**src/hdl/cw_route_pkg.sv**
```systemverilog
// trigger and target io routing layouts
// the unions give the byte view used by the bus and the field view used by the routers
package cw_route_pkg;

   localparam int NUM_PINS     = 4;                          // target io 1..4
   localparam int NUM_USERIO   = 8;                          // user io lines usable as trigger
   localparam int NUM_PIN_SRC  = 6;                          // aux, nrst, io1..io4
   localparam int NUM_TRIG_SRC = NUM_PIN_SRC + NUM_USERIO;   // all combinable sources
   localparam int OC_PIN       = 2;                          // pin 3, only one with force-low / oc tx

   typedef enum logic [1:0] {OR, AND, NAND, OFF} trig_combine_e;

   typedef enum logic [2:0] {
      EXT, ADVIO, SAD, DECODEDIO, TRACE, ADC, EDGE, NONE
   } trig_module_e;

   // TRIGSRC field layout, bit 0 is aux
   typedef struct packed {
      logic [NUM_USERIO-1:0] userio_en;   // bits 15:8
      trig_combine_e         combine;     // bits 7:6
      logic                  io4;
      logic                  io3;
      logic                  io2;
      logic                  io1;
      logic                  nrst;
      logic                  aux;         // bit 0
   } trigsrc_fld_t;

   typedef union packed {
      logic [1:0][7:0] lane;   // bus side
      trigsrc_fld_t    fld;    // trigger router side
   } trigsrc_u;

   // one routing byte per target pin
   typedef struct packed {
      logic gpio_en;      // bit 7, drive gpio_level
      logic gpio_level;
      logic oc_tx;        // open collector tx, pin 3 only
      logic force_low;    // pin 3 only
      logic rsvd3;
      logic rsvd2;
      logic rx;           // pin feeds uart rx
      logic tx;           // bit 0, pin carries uart tx
   } gpio_route_t;

   // nRST / PDID / PDIC overrides, enable below level
   typedef struct packed {
      logic pdic;
      logic pdic_en;
      logic pdid;
      logic pdid_en;
      logic nrst;
      logic nrst_en;
   } ovr_out_t;

   typedef struct packed {
      logic [5:0] rsvd;
      logic       power_off;   // bit 1
      logic       avr_prog;    // bit 0
   } io_extra_t;

   typedef struct packed {
      logic [1:0] rsvd;
      ovr_out_t   ovr;
   } io_xgpio_t;

   typedef struct packed {
      logic [7:0]                 rsvd;     // byte 7
      io_xgpio_t                  xgpio;    // byte 6
      io_extra_t                  extra;    // byte 5
      logic [7:0]                 glitch;   // byte 4, only read back
      gpio_route_t [NUM_PINS-1:0] gpio;     // bytes 3..0, pin 1 in byte 0
   } iorouting_fld_t;

   typedef union packed {
      logic [7:0][7:0] lane;
      iorouting_fld_t  fld;
   } iorouting_u;

   // triggers coming from the other trigger modules
   typedef struct packed {
      logic advio;
      logic sad;
      logic decodedio;
      logic trace;
      logic adc;
      logic edge_trig;
   } trig_in_t;

   typedef struct packed {
      logic [NUM_PINS-1:0] en;    // output enable per pin
      logic [NUM_PINS-1:0] val;   // output value per pin
   } pad_out_t;

endpackage

```
**src/hdl/cw_regmap_pkg.sv**
```systemverilog
// register map of the capture board config block
// addresses, bus widths, reset values and the register bus itself
package cw_regmap_pkg;

   // register addresses, one byte each
   localparam logic [7:0] CW_TRIGSRC_ADDR = 8'h27;   // trigger source mask and combine mode
   localparam logic [7:0] CW_TRIGMOD_ADDR = 8'h28;   // trigger module select
   localparam logic [7:0] CW_IOROUTE_ADDR = 8'h37;   // target io routing, 8 bytes
   localparam logic [7:0] CW_IOREAD_ADDR  = 8'h3B;   // sampled target pins

   // bus widths
   localparam int BYTECNT_W = 7;                     // byte count from the host interface
   localparam int DATA_W    = 8;                     // one byte per access

   // number of byte lanes per register
   localparam int TRIGSRC_BYTES = 2;
   localparam int IOROUTE_BYTES = 8;
   localparam int IOREAD_BYTES  = 1;

   // reset values
   localparam logic [15:0] TRIGSRC_RESET = 16'h0020;  // io4 enabled, OR combine
   // byte 0 = pin 1 tx, byte 1 = pin 2 rx, rest cleared
   localparam logic [63:0] IOROUTE_RESET = 64'h0000_0000_0000_0201;

   // register bus request, strobes are single cycle
   typedef struct packed {
      logic [7:0]           addr;      // register address
      logic [BYTECNT_W-1:0] bytecnt;   // byte lane of a multi byte register
      logic [DATA_W-1:0]    wdata;     // write data
      logic                 rd;        // read strobe
      logic                 wr;        // write strobe
   } reg_bus_t;

   // IOREAD byte as seen by the host
   typedef struct packed {
      logic       pdid;    // bit 7
      logic       pdic;
      logic       miso;
      logic       mosi;    // bit 4
      logic [3:0] pins;    // target io 4..1, pin 1 in bit 0
   } ioread_t;

endpackage
```
**src/hdl/cw_reg_top.sv**
```systemverilog
`timescale 1ns/1ps

// config register block, register file feeding the trigger and io routers
module cw_reg_top (
   input  logic                                  clk_usb,
   input  logic                                  reset,
   // register bus
   input  cw_regmap_pkg::reg_bus_t               bus_i,
   output logic [cw_regmap_pkg::DATA_W-1:0]      rdata_o,
   // trigger side
   input  logic                                  aux_i,
   input  logic                                  nrst_i,
   input  logic [cw_route_pkg::NUM_PINS-1:0]     io_i,
   input  logic [cw_route_pkg::NUM_USERIO-1:0]   userio_i,
   input  cw_route_pkg::trig_in_t                mod_trig_i,
   output logic                                  trigger_ext_o,
   output logic                                  trigger_capture_o,
   output logic                                  trigger_glitch_o,
   output logic                                  decodeio_active_o,
   output logic                                  sad_active_o,
   output logic                                  edge_active_o,
   // target side
   input  logic                                  uart_tx_i,
   input  logic [cw_route_pkg::NUM_PINS-1:0]     pad_i,
   input  logic [3:0]                            sense_i,
   output cw_route_pkg::pad_out_t                pad_o,
   output cw_route_pkg::ovr_out_t                ovr_o,
   output logic                                  uart_rx_o,
   output logic                                  targetpower_off_o,
   output logic                                  avr_prog_o
);

   cw_route_pkg::trigsrc_u      trigsrc;     // source mask and combine mode
   cw_route_pkg::trig_module_e  trigmod;
   cw_route_pkg::iorouting_u    iorouting;
   cw_regmap_pkg::ioread_t      ioread;      // back to the register file

   cw_reg_file i_reg_file (
      .clk_usb     (clk_usb),
      .reset       (reset),
      .bus_i       (bus_i),
      .rdata_o     (rdata_o),
      .ioread_i    (ioread),
      .trigsrc_o   (trigsrc),
      .trigmod_o   (trigmod),
      .iorouting_o (iorouting)
   );

   trigger_router i_trigger_router (
      .clk_usb           (clk_usb),
      .reset             (reset),
      .trigsrc_i         (trigsrc),
      .trigmod_i         (trigmod),
      .aux_i             (aux_i),
      .nrst_i            (nrst_i),
      .io_i              (io_i),
      .userio_i          (userio_i),
      .mod_trig_i        (mod_trig_i),
      .trigger_ext_o     (trigger_ext_o),
      .trigger_capture_o (trigger_capture_o),
      .trigger_glitch_o  (trigger_glitch_o),
      .decodeio_active_o (decodeio_active_o),
      .sad_active_o      (sad_active_o),
      .edge_active_o     (edge_active_o)
   );

   target_io_router i_target_io_router (
      .clk_usb           (clk_usb),
      .reset             (reset),
      .iorouting_i       (iorouting),
      .uart_tx_i         (uart_tx_i),
      .pad_i             (pad_i),
      .sense_i           (sense_i),
      .pad_o             (pad_o),
      .ovr_o             (ovr_o),
      .uart_rx_o         (uart_rx_o),
      .targetpower_off_o (targetpower_off_o),
      .avr_prog_o        (avr_prog_o),
      .ioread_o          (ioread)
   );

endmodule

```
**src/hdl/target_io_router.sv**
```systemverilog
`timescale 1ns/1ps

// target power, pin drive, uart rx select and pin sampling
module target_io_router (
   input  logic                               clk_usb,
   input  logic                               reset,
   input  cw_route_pkg::iorouting_u           iorouting_i,
   input  logic                               uart_tx_i,
   input  logic [cw_route_pkg::NUM_PINS-1:0]  pad_i,        // target io 4..1
   input  logic [3:0]                         sense_i,      // pdid, pdic, miso, mosi
   output cw_route_pkg::pad_out_t             pad_o,
   output cw_route_pkg::ovr_out_t             ovr_o,
   output logic                               uart_rx_o,
   output logic                               targetpower_off_o,
   output logic                               avr_prog_o,
   output cw_regmap_pkg::ioread_t             ioread_o
);

   logic                              pwr_off_q;    // drives the power switch
   logic                              pins_off_q;   // pins wait one more edge after the switch
   logic [cw_route_pkg::NUM_PINS-1:0] pin_val;
   logic [cw_route_pkg::NUM_PINS-1:0] pin_en;

   // power comes up off, pins stay quiet until it is confirmed on
   always_ff @(posedge clk_usb) begin
      if (reset) begin
         pwr_off_q  <= 1'b1;
         pins_off_q <= 1'b1;
      end else begin
         pwr_off_q  <= iorouting_i.fld.extra.power_off;
         pins_off_q <= pwr_off_q;
      end
   end

   assign targetpower_off_o = pwr_off_q;
   assign avr_prog_o        = iorouting_i.fld.extra.avr_prog;
   assign ovr_o             = iorouting_i.fld.xgpio.ovr;

   // per pin drive, lowest route bit wins
   always_comb begin
      cw_route_pkg::gpio_route_t r;
      for (int i = 0; i < cw_route_pkg::NUM_PINS; i++) begin
         r          = iorouting_i.fld.gpio[i];
         pin_val[i] = 1'b0;
         pin_en[i]  = 1'b0;
         if (r.tx) begin
            pin_val[i] = uart_tx_i;
            pin_en[i]  = 1'b1;
         end else if ((i == cw_route_pkg::OC_PIN) && r.force_low) begin
            pin_en[i]  = 1'b1;                 // hold target line low
         end else if ((i == cw_route_pkg::OC_PIN) && r.oc_tx) begin
            pin_en[i]  = ~uart_tx_i;           // pull low only, release for a 1
         end else if (r.gpio_en) begin
            pin_val[i] = r.gpio_level;
            pin_en[i]  = 1'b1;
         end
      end
   end

   assign pad_o = '{en: pin_en & {cw_route_pkg::NUM_PINS{~pins_off_q}}, val: pin_val};

   // uart rx from the lowest pin flagged rx, idle high otherwise
   always_comb begin
      uart_rx_o = 1'b1;
      for (int i = cw_route_pkg::NUM_PINS - 1; i >= 0; i--) begin
         if (iorouting_i.fld.gpio[i].rx) begin
            uart_rx_o = pad_i[i];
         end
      end
   end

   // IOREAD snapshot, taken every edge
   always_ff @(posedge clk_usb) begin
      if (reset) begin
         ioread_o <= '0;
      end else begin
         ioread_o <= {sense_i, pad_i};
      end
   end

endmodule

```
**src/hdl/trigger_router.sv**
```systemverilog
`timescale 1ns/1ps

// combines the external trigger sources and picks the capture trigger
module trigger_router (
   input  logic                                  clk_usb,
   input  logic                                  reset,
   input  cw_route_pkg::trigsrc_u                trigsrc_i,
   input  cw_route_pkg::trig_module_e            trigmod_i,
   input  logic                                  aux_i,        // front panel aux
   input  logic                                  nrst_i,
   input  logic [cw_route_pkg::NUM_PINS-1:0]     io_i,         // target io 4..1
   input  logic [cw_route_pkg::NUM_USERIO-1:0]   userio_i,
   input  cw_route_pkg::trig_in_t                mod_trig_i,   // other trigger modules
   output logic                                  trigger_ext_o,
   output logic                                  trigger_capture_o,
   output logic                                  trigger_glitch_o,
   output logic                                  decodeio_active_o,
   output logic                                  sad_active_o,
   output logic                                  edge_active_o
);

   logic [cw_route_pkg::NUM_TRIG_SRC-1:0] src;       // raw sources, aux in bit 0
   logic [cw_route_pkg::NUM_TRIG_SRC-1:0] src_en;    // enable mask from TRIGSRC
   logic                                  trig_or;
   logic                                  trig_and;
   logic [1:0]                            ext_hist;  // trigger_ext one and two edges back
   logic                                  ext_pulse;

   assign src    = {userio_i, io_i, nrst_i, aux_i};
   assign src_en = {trigsrc_i.fld.userio_en,
                    trigsrc_i.fld.io4, trigsrc_i.fld.io3, trigsrc_i.fld.io2, trigsrc_i.fld.io1,
                    trigsrc_i.fld.nrst, trigsrc_i.fld.aux};

   assign trig_or  = |(src & src_en);    // disabled lines count as 0
   assign trig_and = &(src | ~src_en);   // disabled lines count as 1

   always_comb begin
      case (trigsrc_i.fld.combine)
         cw_route_pkg::OR:   trigger_ext_o = trig_or;
         cw_route_pkg::AND:  trigger_ext_o = trig_and;
         cw_route_pkg::NAND: trigger_ext_o = ~trig_and;
         default:            trigger_ext_o = 1'b0;      // OFF
      endcase
   end

   // capture trigger by module
   always_comb begin
      case (trigmod_i)
         cw_route_pkg::EXT:       trigger_capture_o = trigger_ext_o;
         cw_route_pkg::ADVIO:     trigger_capture_o = mod_trig_i.advio;
         cw_route_pkg::SAD:       trigger_capture_o = mod_trig_i.sad;
         cw_route_pkg::DECODEDIO: trigger_capture_o = mod_trig_i.decodedio;
         cw_route_pkg::TRACE:     trigger_capture_o = mod_trig_i.trace;
         cw_route_pkg::ADC:       trigger_capture_o = mod_trig_i.adc;
         cw_route_pkg::EDGE:      trigger_capture_o = mod_trig_i.edge_trig;
         default:                 trigger_capture_o = 1'b0;   // NONE
      endcase
   end

   // glitch side sees trigger_ext through two flops
   always_ff @(posedge clk_usb) begin
      if (reset) begin
         ext_hist <= 2'b00;
      end else begin
         ext_hist <= {ext_hist[0], trigger_ext_o};
      end
   end

   // live level against the older sample keeps the pulse free of extra latency
   assign ext_pulse        = trigger_ext_o & ~ext_hist[1];
   assign trigger_glitch_o = (trigmod_i == cw_route_pkg::EXT) ? ext_pulse : 1'b0;

   assign decodeio_active_o = (trigmod_i == cw_route_pkg::DECODEDIO);
   assign sad_active_o      = (trigmod_i == cw_route_pkg::SAD);
   assign edge_active_o     = (trigmod_i == cw_route_pkg::EDGE);

endmodule

```
**src/hdl/cw_reg_file.sv**
```systemverilog
`timescale 1ns/1ps

// config registers of the trigger / io block
// byte wide writes by lane, combinational read-back
module cw_reg_file (
   input  logic                                   clk_usb,
   input  logic                                   reset,
   input  cw_regmap_pkg::reg_bus_t                bus_i,
   output logic [cw_regmap_pkg::DATA_W-1:0]       rdata_o,
   input  cw_regmap_pkg::ioread_t                 ioread_i,     // sampled pins, read only
   output cw_route_pkg::trigsrc_u                 trigsrc_o,
   output cw_route_pkg::trig_module_e             trigmod_o,
   output cw_route_pkg::iorouting_u               iorouting_o
);

   logic trigsrc_lane_ok;   // byte count inside TRIGSRC
   logic ioroute_lane_ok;   // byte count inside IOROUTE
   logic ioread_lane_ok;

   assign trigsrc_lane_ok = (bus_i.bytecnt < cw_regmap_pkg::TRIGSRC_BYTES);
   assign ioroute_lane_ok = (bus_i.bytecnt < cw_regmap_pkg::IOROUTE_BYTES);
   assign ioread_lane_ok  = (bus_i.bytecnt < cw_regmap_pkg::IOREAD_BYTES);

   // write side
   always_ff @(posedge clk_usb) begin
      if (reset) begin
         trigsrc_o   <= cw_regmap_pkg::TRIGSRC_RESET;
         trigmod_o   <= cw_route_pkg::EXT;                  // plain edge trigger
         iorouting_o <= cw_regmap_pkg::IOROUTE_RESET;       // pin 1 tx, pin 2 rx
      end else if (bus_i.wr) begin
         case (bus_i.addr)
            cw_regmap_pkg::CW_TRIGSRC_ADDR: begin
               if (trigsrc_lane_ok) begin
                  trigsrc_o.lane[bus_i.bytecnt[0]] <= bus_i.wdata;   // one lane per access
               end
            end
            cw_regmap_pkg::CW_TRIGMOD_ADDR: begin
               trigmod_o <= cw_route_pkg::trig_module_e'(bus_i.wdata[2:0]);   // upper bits dropped
            end
            cw_regmap_pkg::CW_IOROUTE_ADDR: begin
               if (ioroute_lane_ok) begin
                  iorouting_o.lane[bus_i.bytecnt[2:0]] <= bus_i.wdata;
               end
            end
            default: begin
               // IOREAD and unknown addresses ignore writes
            end
         endcase
      end
   end

   // read side, zero unless a read is strobed
   always_comb begin
      rdata_o = '0;
      if (bus_i.rd) begin
         case (bus_i.addr)
            cw_regmap_pkg::CW_TRIGSRC_ADDR: begin
               if (trigsrc_lane_ok) begin
                  rdata_o = trigsrc_o.lane[bus_i.bytecnt[0]];
               end
            end
            cw_regmap_pkg::CW_TRIGMOD_ADDR: begin
               rdata_o = {5'b0, trigmod_o};
            end
            cw_regmap_pkg::CW_IOROUTE_ADDR: begin
               if (ioroute_lane_ok) begin
                  rdata_o = iorouting_o.lane[bus_i.bytecnt[2:0]];   // glitch byte reads back too
               end
            end
            cw_regmap_pkg::CW_IOREAD_ADDR: begin
               if (ioread_lane_ok) begin
                  rdata_o = ioread_i;   // lane 0 only
               end
            end
            default: begin
               rdata_o = '0;            // unmapped
            end
         endcase
      end
   end

endmodule

```
**config.mk**
```make
export PLATFORM = sky130hd
export DESIGN_NAME = cw_reg_top
export DESIGN_NICKNAME = d
export VERILOG_FILES = /design/src/hdl/cw_route_pkg.sv /design/src/hdl/cw_regmap_pkg.sv /design/src/hdl/cw_reg_top.sv /design/src/hdl/target_io_router.sv /design/src/hdl/trigger_router.sv /design/src/hdl/cw_reg_file.sv
export SDC_FILE = /design/constraint.sdc
export NUM_CORES = 1
export LEC_CHECK = 0
export BUFFER_PORTS_ARGS = -buffer_cell sky130_fd_sc_hd__buf_2
export CAP_MARGIN = 20
export CORE_ASPECT_RATIO = 0.5
export CORE_UTILIZATION = 35
export CTS_CLUSTER_DIAMETER = 150
export DETAILED_ROUTE_END_ITERATION = 8
export GPL_ROUTABILITY_DRIVEN = 0
export PLACE_DENSITY_LB_ADDON = 0.15
export SETUP_SLACK_MARGIN = 0.15
export SYNTH_ARGS = -nofsm -noshare
export SYNTH_HDL_FRONTEND = slang
export SYNTH_HIERARCHICAL = 1
export SYNTH_SLANG_ARGS = --single-unit
export TNS_END_PERCENT = 5
```
**constraint.sdc**
```tcl
create_clock -name clk_usb -period 1.9 [get_ports clk_usb]
set_input_delay 0.285 -clock clk_usb [delete_from_list [all_inputs] [get_ports clk_usb]]
set_output_delay 0.285 -clock clk_usb [all_outputs]
set_load 0.01 [all_outputs]
```
==> flow_metrics.py, run 1 <==
metrics = {
    "timing": {
        "finalCritPeriodShare_pct": 122,
        "min_period_ns": 2.33,
        "layout_setup_ws_ns": -0.427,
        "relSlewSlack_pct": 53.6,
        "worstMarginPinSlew_ns": 0.695,
        "clock_skew_ns": 0.00160,
        "grt_setup_unrepaired": "true",
        "setup_violations": 11,
        "slew_viol_final": 0,
        "max_freq_ghz": 0.430,
        "finalHoldViolCount": 0,
    },
    "critical_path": {
        "path_buf_inv": 2,
        "timing.rr.start": "i_reg_file/trigsrc_o[13]$_SDFFE_PP0P_",
        "crit_cells": 6,
        "reg2regPathDepth": 6,
        "cp-endpoint": "rdata_o[2]",
        "crit_chain": "mux2_2 > a221o_1 > a222oi_1 > buf_4 > o211ai_1 > buf_2",
        "reg2reg_slack_ns": 0.36,
        "end_kind": "output pin",
        "required_ns": 1.62,
        "rr_endpoint": "i_trigger_router/ext_hist[0]$_SDFF_PP0_",
        "startpoint": "i_reg_file/iorouting_o[42]$_SDFFE_PP0P_",
        "critPathLaunchType": "register",
        "cpPeakStageDelay_ns": 0.33,
        "cp.arrival_ns": 2.04,
        "crit_type": "register to output pin",
        "slowest_stage": "a222oi_1",
        "critPathMaxFanout": 2,
        "cpLargestDelayFamily": "compound AO/OA/AOI/OAI gates",
    },
    "grt": {
        "grt_pass1_wl_um": 29300,
        "antenna_found_initial": 0,
        "grt_max_degree": 64,
        "overflow": 0,
        "grt_pass1_vias": 4987,
        "grt_usage_pct": 25.0,
    },
    "logic_synthesis": {
        "synth.distinct_cells": 61,
        "netlist_area_sq_um": 5220,
        "ys_warn_count": 6,
        "async_flop_share_pct": 0,
        "avgSynthCellArea_sq_um": 8.35,
        "synth_edf_count": 0,
        "synth_nets": 681,
        "synthFlopType": "dfxtp_1",
        "ys_seq_elements": 95,
        "syn_inst": 625,
        "ys_seq_area_share_pct": 36.5,
    },
    "clock_tree": {
        "worstSkewPairLatency_ns": 0.34,
        "hold_buffers": 0,
        "htreeDepth": 3,
        "ctsLongestPathBuffers": 2,
        "numCtsBuffers": 9,
        "cts_tree": "yes",
        "root_buffer": "clkbuf_16",
        "clock_sinks": 95,
        "clkTransAtPathRegs_ns": 0.07,
        "post-cts-setup-buffers": 0,
    },
    "outcome": {
        "violations": "design-rule violations, negative setup slack",
        "status": "finished, violations left",
    },
    "finish": {
        "final_common_cell": "dfxtp_1",
        "utilization_pct": 46.5,
        "nets": 804,
        "syn_to_final_growth_pct": 29.3,
        "layout-drive-gt1-share_pct": 33.0,
        "n_antenna_cell": 0,
        "layout_common_cells": "92 x dfxtp_1, 86 x buf_4, 86 x buf_2",
        "fin_area_sq_um": 6740,
    },
    "routing": {
        "first_pass_iters": 7,
        "drt-total-wl_um": 19200,
        "viasPerCell": 5.79,
        "first_iter_violations": 720,
        "wl_per_cell_um": 20.2,
        "drtAntennaViolNets": 0,
        "drc": 2,
        "vias": 5500,
    },
    "flow_run": {
        "cap_viol_max_count": 0,
    },
    "floorplanning": {
        "fp-row-count": 31,
        "io_pins": 87,
        "start_util_pct": 36.0,
        "fp.dieH_um": 88.3,
        "coreArea_sq_um": 14500,
        "dieArea_sq_um": 15400,
        "fp.dieW_um": 175,
    },
    "power_and_ir_drop": {
        "leakagePower_uw": 0.00249,
        "peakVddDrop_mv": 0.631,
        "power_density_nw_per_um2": 676,
    },
    "worst_hold_path": {
        "min_path_type": "input port to register",
    },
    "placement": {
        "io_buffer_count": 86,
        "place_ws_ns": -0.291,
        "dp_hpwl_um": 13300,
        "place_area_sq_um": 6340,
    },
}
cells in the mapped netlist, drive strengths merged, types with 2 or more instances:
library cell	number	area, sq um
a2111oi	4	97.6
a211o	2	17.5
a21boi	2	15.0
a21oi	82	410
a221o	4	40.0
a221oi	2	17.5
a222oi	3	30.0
a22oi	12	90.1
a311o	2	20.0
a32oi	3	26.3
and2	5	31.3
and3	3	18.8
and4	2	17.5
buf	27	158
clkbuf	38	143
clkinv	2	7.51
dfxtp	95	1900
inv	12	45.0
mux2	19	214
mux2i	9	90.1
mux4	4	90.1
nand2	23	86.3
nand3	35	175
nand3b	4	30.0
nand4	63	394
nand4b	2	17.5
nor2	19	71.3
nor2b	24	173
nor3	5	35.0
nor3b	2	20.0
nor4	4	50.1
nor4b	2	23.8
o211ai	6	50.1
o21ai	74	370
o22ai	4	25.0
o31ai	9	67.6
or2	3	18.8
power by group:
group | internal [uW] | switching (uW)
logic | 180 | 283
clock network | 1290 | 798
registers | 2000 | 5.72
kinds of logic after synthesis:
family	synth area share (%)
multiplexers	7.56
AO/OA/AOI/OAI	26.0
AND/OR/NAND/NOR	23.2
buffers and inverters	6.76
flip-flops	36.5
final cells by class:
type	count	area, sq um
well taps	198	248
flip-flops and latches	95	1910
clock inverters	5	106
inverters	14	52.6
fillers	1416	7760
clock buffers	10	229
multi-input cells	451	3040
repair buffers	177	1160
flip-flops by register name, summed over array words and instances (netlist names):
| register | cells |
|---|---|
| i_reg_file/iorouting_o | 64 |
| i_reg_file/trigsrc_o | 16 |
| i_target_io_router/ioread_o | 8 |
| i_reg_file/trigmod_o | 3 |
| i_trigger_router/ext_hist | 2 |
| i_target_io_router/pins_off_q | 1 |
| i_target_io_router/targetpower_off_o | 1 |
what timing repair did:
item                                    CTS  global route
pin swaps                                 4             4
gates cloned                              0             0
endpoints found under the setup margin   21            19
resized for setup                         8             7
per-layer routing:
metal  GRT usage (%)  up-vias  part of all wire [%]  wire length (um)
li1                -     2614                     -                 -
met3            3.91       28                   6.1              1170
met2            39.0      218                    43              8300
met5               0        -                     0                 0
met1            36.1     2640                    49              9340
met4            6.64        0                   1.9               359
per-stage QoR:
step	hold slack (ns)	total power [uW]	std cells	setup TNS (ns)
after global placement	0.421	2500	935	-7.25
after CTS	0.143	4570	950	-3.02
after detailed placement	0.428	2500	935	-8.09
after floorplan	0.352	2260	625	0
final	0.149	4560	950	-2.95
after global routing	0.143	4710	950	-3.91
worst min-delay path by stage:
stage                                             from                                         to  cells past startpoint
2_1_floorplan                                    reset  i_target_io_router/ioread_o[2]$_SDFF_PP0_                      1
3_3_place_gp   i_trigger_router/ext_hist[0]$_SDFF_PP0_    i_trigger_router/ext_hist[1]$_SDFF_PP0_                      1
3_5_place_dp   i_trigger_router/ext_hist[0]$_SDFF_PP0_    i_trigger_router/ext_hist[1]$_SDFF_PP0_                      1
4_1_cts                                     sense_i[0]  i_target_io_router/ioread_o[4]$_SDFF_PP0_                      2
5_1_grt                                     sense_i[0]  i_target_io_router/ioread_o[4]$_SDFF_PP0_                      2
6_report                                    sense_i[0]  i_target_io_router/ioread_o[4]$_SDFF_PP0_                      2
No activity file was read; power rests on OpenSTA's default activity.
==> run 2: changes to the inputs <==
--- a/config.mk
+++ b/config.mk
@@ -13,7 +13,9 @@
 export DETAILED_ROUTE_END_ITERATION = 8
 export GPL_ROUTABILITY_DRIVEN = 0
 export PLACE_DENSITY_LB_ADDON = 0.15
+export RECOVER_POWER = 100
 export SETUP_SLACK_MARGIN = 0.15
+export SKIP_CTS_REPAIR_TIMING = 1
 export SYNTH_ARGS = -nofsm -noshare
 export SYNTH_HDL_FRONTEND = slang
 export SYNTH_HIERARCHICAL = 1
==> flow_metrics.py, run 2 (synthesis results as in run 1) <==
metrics = {
    "placement": {
        "place_ws_ns": -0.291,
        "dp.cells": 935,
        "dp_hpwl_um": 13300,
        "io_buffer_count": 86,
    },
    "clock_tree": {
        "cts_tree": "yes",
        "numCtsBuffers": 9,
        "htreeDepth": 3,
        "root_buffer": "clkbuf_16",
        "clock_sinks": 95,
        "worstSkewPairLatency_ns": 0.34,
        "ctsLongestPathBuffers": 2,
        "clkTransAtPathRegs_ns": 0.07,
    },
    "timing": {
        "relSlewSlack_pct": 36.3,
        "slew_viol_final": 0,
        "layout_setup_ws_ns": -0.432,
        "max_freq_ghz": 0.429,
        "setup_violations": 11,
        "clock_skew_ns": 0.00326,
        "finalHoldViolCount": 0,
        "finalCritPeriodShare_pct": 123,
        "min_period_ns": 2.33,
        "worstMarginPinSlew_ns": 0.955,
        "grt_setup_unrepaired": "true",
    },
    "critical_path": {
        "cpLargestDelayFamily": "compound AO/OA/AOI/OAI gates",
        "cp.arrival_ns": 2.05,
        "rr_endpoint": "i_trigger_router/ext_hist[0]$_SDFF_PP0_",
        "crit_chain": "mux2_2 > a221o_1 > a222oi_1 > buf_4 > o211ai_1 > buf_2",
        "end_kind": "output pin",
        "cpPeakStageDelay_ns": 0.33,
        "critPathLaunchType": "register",
        "reg2regPathDepth": 6,
        "path_buf_inv": 2,
        "timing.rr.start": "i_reg_file/trigsrc_o[13]$_SDFFE_PP0P_",
        "reg2reg_slack_ns": 0.34,
        "crit_type": "register to output pin",
        "required_ns": 1.62,
        "critPathMaxFanout": 2,
        "slowest_stage": "dfxtp_2",
    },
    "finish": {
        "syn_to_final_growth_pct": 29.3,
        "reg.largest.list": "i_reg_file/iorouting_o x64, i_reg_file/trigsrc_o x16, i_target_io_router/ioread_o x8",
        "multi_input_area_sq_um": 3040,
        "final_common_cell": "dfxtp_1",
        "layout.cells.non_filler": 951,
        "layout_common_cells": "90 x dfxtp_1, 86 x buf_4, 82 x a21oi_1",
        "layout-drive-gt1-share_pct": 32.1,
        "n_antenna_cell": 0,
        "nets": 805,
        "top_register": "i_reg_file/iorouting_o",
        "largest_reg_flops": 64,
        "nFillCells": 1423,
        "regArea_sq_um": 1910,
    },
    "worst_hold_path": {
        "whs_endpoint": "i_target_io_router/ioread_o[5]$_SDFF_PP0_",
        "hold_path_depth": 2,
        "min_path_type": "input port to register",
        "hp-start": "sense_i[1]",
    },
    "routing": {
        "first_pass_iters": 7,
        "first_iter_violations": 737,
        "viasPerCell": 5.80,
        "drc": 2,
        "vias": 5514,
        "drtAntennaViolNets": 0,
        "drt-total-wl_um": 19200,
        "wl_per_cell_um": 20.2,
    },
    "grt": {
        "grt_max_degree": 64,
        "grt_usage_pct": 25.0,
        "overflow": 0,
        "antenna_found_initial": 0,
        "grt_pass1_wl_um": 29300,
        "grt_pass1_vias": 4978,
    },
    "flow_run": {
        "cap_viol_max_count": 0,
    },
    "power_and_ir_drop": {
        "power_density_nw_per_um2": 676,
        "peakVddDrop_mv": 0.635,
        "fin_total_pwr_uw": 4560,
        "leakagePower_uw": 0.00247,
    },
    "outcome": {
        "violations": "design-rule violations, negative setup slack",
        "status": "finished, violations left",
    },
    "floorplanning": {
        "dieArea_sq_um": 15400,
        "io_pins": 87,
        "start_util_pct": 36.0,
        "fp.dieH_um": 88.3,
        "coreArea_sq_um": 14500,
        "fp-row-count": 31,
        "fp.dieW_um": 175,
    },
}
run 2: changes by cell type in the layout (fill, tap and decap cells not counted):
cell      before  now
buf_6          2    3
nor2_1        18   19
buf_2         86   79
nor2_2         1    0
dfxtp_2        3    5
a21oi_2        1    0
dfxtp_1       92   90
a21oi_1       81   82
clkbuf_1       1    8
run 2: cell type report:
class / count / share of cell area (%)
Timing Repair Buffer: 178 / 17.2
Clock buffer: 10 / 3.40
Inverter: 14 / 0.779
Tap cell: 198 / 3.67
Multi-Input combinational cell: 451 / 45.1
Clock inverter: 5 / 1.58
Sequential cell: 95 / 28.3
run 2: per-stage QoR:
step	hold WS (ns)	setup TNS (ns)	area, sq um	utilization, %
4_1_cts	0.143	-3.11	6680	46.0
6_report	0.150	-2.92	6740	46.5
3_3_place_gp	0.421	-7.25	6340	43.7
2_1_floorplan	0.352	0	5240	-
3_5_place_dp	0.428	-8.09	6340	43.7
5_1_grt	0.143	-3.86	6740	46.5
run 2: how the worst max path moves through the flow:
stage / depth (start not counted) / end / from
6_report: 6 / rdata_o[0] / i_reg_file/iorouting_o[8]$_SDFFE_PP0P_
5_1_grt: 6 / rdata_o[0] / i_reg_file/iorouting_o[8]$_SDFFE_PP0P_
4_1_cts: 6 / rdata_o[2] / i_reg_file/iorouting_o[42]$_SDFFE_PP0P_
3_5_place_dp: 7 / rdata_o[2] / bus_i[12]
3_3_place_gp: 7 / rdata_o[2] / bus_i[12]
2_1_floorplan: 5 / rdata_o[2] / bus_i[12]
run 2: where the power goes:
| part | switching, uW | internal (uW) | total [uW] |
|---|---|---|---|
| registers | 5.67 | 2000 | 2010 |
| clock network | 799 | 1290 | 2080 |
| logic | 282 | 181 | 464 |
| total | 1090 | 3470 | 4560 |
run 2: layer usage:
layer	vias to the layer above	part of all wire [%]	global-route usage, %
met4	0	1.7	6.32
met1	2642	48	36.0
li1	2616	-	-
met3	28	6.6	3.87
met5	-	0	0
met2	228	44	39.2
